## src/hdl/cache_defines.svh

```systemverilog
`ifndef CACHE_DEFINES_SVH
`define CACHE_DEFINES_SVH

// Processor byte address and data word
`define CACHE_ADDR_W 16
`define CACHE_WORD_W 32

// Line geometry with four words per line
`define CACHE_LINE_WORDS 4
`define CACHE_LINE_W 128

// Address split where bits 1:0 select a byte and are ignored
`define CACHE_OFFSET_W 2
`define CACHE_INDEX_W 4
`define CACHE_TAG_W 8

// Backing store latency from start of an operation to its done pulse
`define MEM_LATENCY 4

`endif

```

## src/hdl/cache_pkg.sv

```systemverilog
package cache_pkg;

    // Controller FSM states
    typedef enum logic [2:0] {
        IDLE,
        CMP_RD,
        CMP_WR,
        MEM_WB,
        MEM_RD,
        REFILL
    } ctrl_state_t;

    // Operation requested from the backing memory
    typedef enum logic [1:0] {
        OP_NONE,
        OP_READ,
        OP_WRITE
    } host_op_t;

endpackage

```

## src/hdl/cache_ctrl.sv

```systemverilog
`timescale 1ns/10ps
`include "cache_defines.svh"

module cache_ctrl (
    input  logic                       clk,
    input  logic                       rst_n,
    input  logic [`CACHE_ADDR_W-1:0]   addr,
    input  logic [`CACHE_WORD_W-1:0]   wdata,
    input  logic                       rd,
    input  logic                       wr,
    input  logic                       hit_in,
    input  logic                       valid_in,
    input  logic                       dirty_in,
    input  logic [`CACHE_TAG_W-1:0]    victim_tag,
    input  logic [`CACHE_WORD_W-1:0]   data_from_cache,
    input  logic [`CACHE_LINE_W-1:0]   line_from_cache,
    input  logic                       tx_done,
    input  logic [`CACHE_LINE_W-1:0]   line_from_host,
    output logic [`CACHE_WORD_W-1:0]   rdata,
    output logic                       done,
    output logic                       hit,
    output logic                       stall,
    output logic                       cache_en,
    output logic                       comp,
    output logic                       wr_cache,
    output logic                       replace_line,
    output logic [`CACHE_INDEX_W-1:0]  index,
    output logic [`CACHE_OFFSET_W-1:0] offset,
    output logic [`CACHE_TAG_W-1:0]    tag_out,
    output logic [`CACHE_WORD_W-1:0]   data_to_cache,
    output logic [`CACHE_LINE_W-1:0]   line_to_cache,
    output logic [`CACHE_ADDR_W-1:0]   addr_host,
    output cache_pkg::host_op_t        op_host,
    output logic [`CACHE_LINE_W-1:0]   line_to_host
);
    // Field positions inside the byte address
    localparam int OFF_LO = 2;
    localparam int IDX_LO = OFF_LO + `CACHE_OFFSET_W;
    localparam int TAG_LO = IDX_LO + `CACHE_INDEX_W;

    cache_pkg::ctrl_state_t state;
    cache_pkg::ctrl_state_t next_state;

    logic [`CACHE_ADDR_W-1:0] req_addr;
    logic [`CACHE_WORD_W-1:0] req_wdata;
    logic                     req_write;
    logic                     miss_seen;
    logic [`CACHE_LINE_W-1:0] fill_line;
    logic                     accept;

    assign accept = (state == cache_pkg::IDLE) && (rd || wr);

    always_ff @(posedge clk or negedge rst_n) begin
        if (!rst_n) begin
            state     <= cache_pkg::IDLE;
            req_write <= 1'b0;
            miss_seen <= 1'b0;
        end else begin
            state <= next_state;
            if (accept) begin
                // A read wins when both strobes arrive together
                req_write <= !rd;
                miss_seen <= 1'b0;
            end else if ((state == cache_pkg::CMP_RD || state == cache_pkg::CMP_WR) &&
                         !hit_in) begin
                miss_seen <= 1'b1;
            end
        end
    end

    always_ff @(posedge clk) begin
        if (accept) begin
            req_addr  <= addr;
            req_wdata <= wdata;
        end
        // Read line is only valid in the tx_done cycle
        if (state == cache_pkg::MEM_RD && tx_done) begin
            fill_line <= line_from_host;
        end
    end

    assign tag_out       = req_addr[TAG_LO +: `CACHE_TAG_W];
    assign index         = req_addr[IDX_LO +: `CACHE_INDEX_W];
    assign offset        = req_addr[OFF_LO +: `CACHE_OFFSET_W];
    assign data_to_cache = req_wdata;
    assign line_to_cache = fill_line;
    assign line_to_host  = line_from_cache;
    assign stall         = (state != cache_pkg::IDLE);

    // Victim goes back to where it came from, not to the request line
    assign addr_host = (state == cache_pkg::MEM_WB) ?
                       {victim_tag, index, {IDX_LO{1'b0}}} :
                       {tag_out, index, {IDX_LO{1'b0}}};

    always_comb begin
        next_state   = state;
        cache_en     = 1'b0;
        comp         = 1'b0;
        wr_cache     = 1'b0;
        replace_line = 1'b0;
        done         = 1'b0;
        hit          = 1'b0;
        rdata        = '0;
        op_host      = cache_pkg::OP_NONE;
        case (state)
            cache_pkg::IDLE: begin
                if (rd) begin
                    next_state = cache_pkg::CMP_RD;
                end else if (wr) begin
                    next_state = cache_pkg::CMP_WR;
                end
            end
            cache_pkg::CMP_RD, cache_pkg::CMP_WR: begin
                cache_en = 1'b1;
                comp     = 1'b1;
                wr_cache = (state == cache_pkg::CMP_WR);
                if (hit_in) begin
                    done       = 1'b1;
                    hit        = !miss_seen;
                    rdata      = (state == cache_pkg::CMP_RD) ? data_from_cache : '0;
                    next_state = cache_pkg::IDLE;
                end else if (valid_in && dirty_in) begin
                    next_state = cache_pkg::MEM_WB;
                end else begin
                    next_state = cache_pkg::MEM_RD;
                end
            end
            cache_pkg::MEM_WB: begin
                op_host = cache_pkg::OP_WRITE;
                if (tx_done) begin
                    next_state = cache_pkg::MEM_RD;
                end
            end
            cache_pkg::MEM_RD: begin
                op_host = cache_pkg::OP_READ;
                if (tx_done) begin
                    next_state = cache_pkg::REFILL;
                end
            end
            cache_pkg::REFILL: begin
                cache_en     = 1'b1;
                wr_cache     = 1'b1;
                replace_line = 1'b1;
                // Recompare so the request finishes through the hit path
                next_state   = req_write ? cache_pkg::CMP_WR : cache_pkg::CMP_RD;
            end
            default: begin
                next_state = cache_pkg::IDLE;
            end
        endcase
    end

    a_op_only_in_mem: assert property (@(posedge clk) disable iff (!rst_n)
        op_host != cache_pkg::OP_NONE |->
        (state == cache_pkg::MEM_WB || state == cache_pkg::MEM_RD));

    // Completion must come from a real tag match in the array
    a_done_needs_hit: assert property (@(posedge clk) disable iff (!rst_n)
        done |-> (valid_in && (victim_tag == tag_out)));

endmodule

```

## config.mk

```make
export PLATFORM = sky130hd
export DESIGN_NAME = cache_ctrl
export DESIGN_NICKNAME = d
export VERILOG_FILES = /design/src/hdl/cache_pkg.sv /design/src/hdl/cache_ctrl.sv
export VERILOG_INCLUDE_DIRS = /design/src /design/src/hdl
export SDC_FILE = /design/constraint.sdc
export NUM_CORES = 1
export LEC_CHECK = 0
export ABC_CLOCK_PERIOD_IN_PS = 6200
export BUFFER_PORTS_ARGS = -buffer_cell sky130_fd_sc_hd__clkbuf_2
export CAP_MARGIN = 20
export CORE_AREA = 2 2 276 278
export CTS_CLUSTER_SIZE = 8
export DETAILED_ROUTE_END_ITERATION = 10
export DIE_AREA = 0 0 278 280
export PLACE_DENSITY = 0.3
export RECOVER_POWER = 50
export SLEW_MARGIN = 5
export SYNTH_ARGS = -nofsm -noshare
export SYNTH_HDL_FRONTEND = slang
export SYNTH_SLANG_ARGS = --single-unit
export TNS_END_PERCENT = 10
```

## constraint.sdc

```tcl
create_clock -name clk -period 6.2 [get_ports clk]
set_input_delay 0.62 -clock clk [delete_from_list [all_inputs] [get_ports clk]]
set_output_delay 0.62 -clock clk [all_outputs]
set_load 0.1 [all_outputs]
```

; ---- Yosys cells after proc, flatten, opt, wreduce, memory -nomap -nowiden
; Cells that the tools add are included.
[totals]
ff_bits = 181
inputBits = 352
out_inout_bits = 359
wordCells = 52
[classes]
eq_ne = 8
n_mux = 23
reduce_logical = 15
[ops]
columns = operator, n
row1 = 32-bit two-way mux, 3
row2 = 3-bit two-way mux, 6
row3 = 16-bit two-way mux, 1
row4 = 3-bit case mux with 5 select lines, 1
row5 = 1-bit two-way mux, 9
row6 = 3-bit by 2-bit equality test with 1-bit output (second input constant), 2
row7 = 3-bit equality test (second input constant), 2
row8 = 1-bit logical AND, 4
row9 = 2-bit inequality test (second input constant), 2
row10 = 2-bit case mux with 2 select lines, 1
row11 = 3-bit by 1-bit equality test with 1-bit output (second input constant), 1
row12 = 1-bit logical NOT, 3
row13 = 3-bit logical NOT, 1
row14 = 3-bit inequality test (second input constant), 1
row15 = 3-bit AND reduction, 1
row16 = 3-bit nonzero test, 1
row17 = 3-bit OR reduction, 1
row18 = 1-bit logical OR, 2
row19 = 2-bit two-way mux, 1
row20 = 1-bit case mux with 2 select lines, 1
row21 = 2-bit nonzero test, 1
row22 = 2-bit OR reduction, 1

; ---- Depth between registers and ports, before layout
[logic_depth]
ltp_word = 5
ltp_mapped = 5
depth_no_buf = 4

; ---- Worst setup path after synthesis
; Ideal clock, no wire load.
[synth_path]
path_type = reg2reg
from = register state[0]
to = register fill_line[0] (netlist: line_to_cache[0]), enable pin
setup_ns = 0.503
arrival_ns = 3.705
path_slack_ns = 1.992
path_stages_with_launch = 4
period_less_slack_ns = 4.208
cell_sequence = dfrtp_1 > buf_4 > nor2_1 > and3_1
[synth_between]
elab_chain_cells = 2
[synth_lines]
columns = element, line
row1 = "start, declared", cache_ctrl.sv:41  ; cache_pkg::ctrl_state_t state;
row2 = "start signal, assigned", cache_ctrl.sv:55  ; state <= cache_pkg::IDLE;
row3 = "start signal, assigned", cache_ctrl.sv:59  ; state <= next_state;
row4 = 3-bit equality test, cache_ctrl.sv:77  ; if (state == cache_pkg::MEM_RD && tx_done) begin
row5 = 1-bit logical AND, cache_ctrl.sv:77
row6 = "end signal, assigned", cache_ctrl.sv:78  ; fill_line <= line_from_host;
row7 = "end, declared", cache_ctrl.sv:48  ; logic [`CACHE_LINE_W-1:0] fill_line;
; Every way passes these cells.
; A chain may end at the register's enable or synchronous reset.

; ---- Worst setup path in the final report
[layout_path]
from = register state[0]
to = output rdata[31]
[layout_between]
elab_chain_cells = 4
[layout_lines]
columns = element, line
row1 = 3-bit by 1-bit equality test with 1-bit output, "cache_ctrl.sv:105, cache_ctrl.sv:120"
row2 = 32-bit two-way mux, cache_ctrl.sv:120  ; rdata = (state == cache_pkg::CMP_RD) ? data_from_cache : '0;
row3 = 32-bit two-way mux, cache_ctrl.sv:117  ; if (hit_in) begin
row4 = 32-bit two-way mux (*), cache_ctrl.sv:105  ; case (state)
row5 = "end, declared", cache_ctrl.sv:19  ; output logic [`CACHE_WORD_W-1:0] rdata,
; Mark *: on every way between the ends. The rest lies on a longest branch, timed or not.

==> metrics <==
element type at the critical path start flip-flop; initial antenna violation count 4; status finished, final reports clean; Cell Area, Placed 9460 µm²; fraction of layout cells with a size suffix above 1 0.571; Required @ worst endpoint 5.58 ns; post-DR vias/cell 2.60; clock buffer depth 2; slew margin rel. 0.184; period utilization 0.543; routed wire length ~28,000 µm; GR Overflow Total 0; post-synth top area share 0.744; most frequent cells in the layout 397 x clkbuf_2, 174 x edfxtp_1, 51 x clkbuf_1; detailed-routed wire length on met2 13,700 µm; ant diodes 0; #FFs+latches synth 179; Setup crit end kind output port; CTS buffer count 17; ANT nets after route 0; achievable frequency 297 MHz; dpl ws approximately 3.3 ns; Cell variety after synth 31; number of flops mapped to enable cells by yosys 174; dominant synthesized flop cell edfxtp_1; die height ~280 µm; Avg Synthesized Cell Area 16.6 µm²; input/output buffers 448; All-Layer GR Usage 0.0715; largest net degree at the start of global routing 57; crit path cell chain and2b_1 -> and3b_1 -> and2_1 -> clkbuf_2; IO Pins 711; Synth Warn # 0; RD Place Congestion 0.731; Starting Density 0.0934; fin util 0.133; maxcap violations 0; worst vdd ir roughly 0.23 mV; final worst setup slack 2.83 ns; Final Max Slew Viols 0; Final Instance Area roughly 10000 µm²; RSZ-0062 raised after global routing no; post-synthesis sequential area ratio 0.762; Power Density 560 nW/µm²; CORE AREA 75,200 µm²; leakage power 0.00400 µW; CTS tree built; post-synthesis cell count 424; slowest CP cell and3b_1; # setup viols final 0; commonest non-fill, non-tap cell in the layout clkbuf_2; clock skew after layout 0.0125 ns; crit-path max FO 32; Avg WL per Cell 16.3 µm; Synth-to-Final Area Change 42.2%; htree depth 4; Die Wd 278 µm; Resize count post-CTS 0; Final Hold Violating Endpoints 0; Metal-1 WL 9620 µm; Tightest Pin Transition roughly 1.2 ns; crit path kind reg2out; max incr delay on CP 0.71 ns; Worst Hold Class in2reg; DP Wirelength approximately 23,000 µm; Clock Pin Slew Worst Setup and Hold Paths 0.08 ns; CP Data Arrival Time 2.75 ns; Vias 4,549; post-route minimum period 3.37 ns; 1st-iter DRT viols roughly 130; vias in the first global route 5,067; # rows 101; Skew-Pair Late Insertion Delay 0.46 ns; Nets 1,108; Routed met3 length 3730 µm; drt pass-1 iters 4; first-pass GRT wire length 38,300 µm; top sig layer met5; DR DRC count 0; Area contributors post-synth edfxtp_1 74%, buf_4 15%, and2_1 2.9%, dfrtp_1 1.8%, nand2_1 1.4%; Mapped Area 7020 µm²; async set-or-reset flop fraction in the synthesized netlist 0.0279; Clock Tree Root clkbuf_16; die area 77,800 µm²; clk sinks 179; total negative slack 0 ns; post-synth top area cell edfxtp_1
[final cells by class]
cell class / count / area [µm²]
Multi-Input combinational cell: 102 / 581
Clock buffer: 17 / 425
Sequential cell: 179 / 5350
Clock inverter: 15 / 173
Tap cell: 978 / 1220
Inverter: 3 / 11.3
Timing Repair Buffer: 453 / 2220
Fill cell: 8454 / 65200
[cell usage after synthesis, types with 2 or more instances]
library cell	number
edfxtp_1	174
buf_4	142
and2_1	33
nand2_1	27
nor2_1	7
a21oi_1	5
dfrtp_1	5
o21ai_1	4
a221oi_2	2
and3b_1	2
inv_2	2
nand2b_1	2
[worst paths after layout]
kind	startpoint	to	slack, ns	depth (start not counted)
setup / recovery	state[0]	rdata[31]	2.83	4
hold / removal	addr[7]	req_addr[7]	0.33	1
setup reg to reg	state[2]	data_to_cache[13]	3.45	4
hold reg to reg	req_write	req_write	0.57	2
max in group asynchronous	rst_n	miss_seen	5.41	2
min in group asynchronous	rst_n	req_write	0.56	2
[stage by stage]
stage               std cells  power (µW)  hold slack [ns]
finish                   1747        5590            0.327
global route             1747        5810            0.284
CTS                      1747        5720            0.279
detailed placement       1714        4560            0.452
global placement         1714        4570            0.449
floorplan                 427        4440            0.324
[power by group]
| group | total, µW | switching (µW) | internal, µW | leakage (µW) |
|---|---|---|---|---|
| sequential | 1730 | 102 | 1630 | 0.00166 |
| clock | 1130 | 554 | 574 | 0.000289 |
| combinational | 2730 | 2440 | 285 | 0.00205 |
| total | 5590 | 3100 | 2490 | 0.00400 |
[state kept, by name, indices dropped and copies added (netlist names)]
register / flops
data_to_cache: 32
line_to_cache: 128
miss_seen: 1
req_addr: 14
req_write: 1
state: 3
[repair_timing]
item                       CTS  global route
hold endpoints to repair     5             0
hold buffers                 1             0
buffers inserted             0             0
setup endpoints to repair    0             0
[cell families after synthesis]
logic type,count (synthesis),share of synthesized area
and+or+nand+nor,83,0.0658
AOI/OAI and AO/OA,13,0.0132
muxes,1,0.00214
xor gates and xnor gates,1,0.00125
other,1,0.000534
buffers and inverters,146,0.155
DFF,179,0.762
[critical path: cells and delay by family, from the launching register on]
kind                   cells  cell delay [ns]
buffers and inverters      1             0.48
and+or+nand+nor            3             1.19
DFF                        1             0.60
[metal layers]
layer  track usage  vias to the layer above
met5             0                        -
met4        0.0467                        2
met3        0.0421                      116
met2         0.115                      334
met1        0.0696                     2091
li1              -                     2006
No activity file was read; power rests on OpenSTA's default activity.
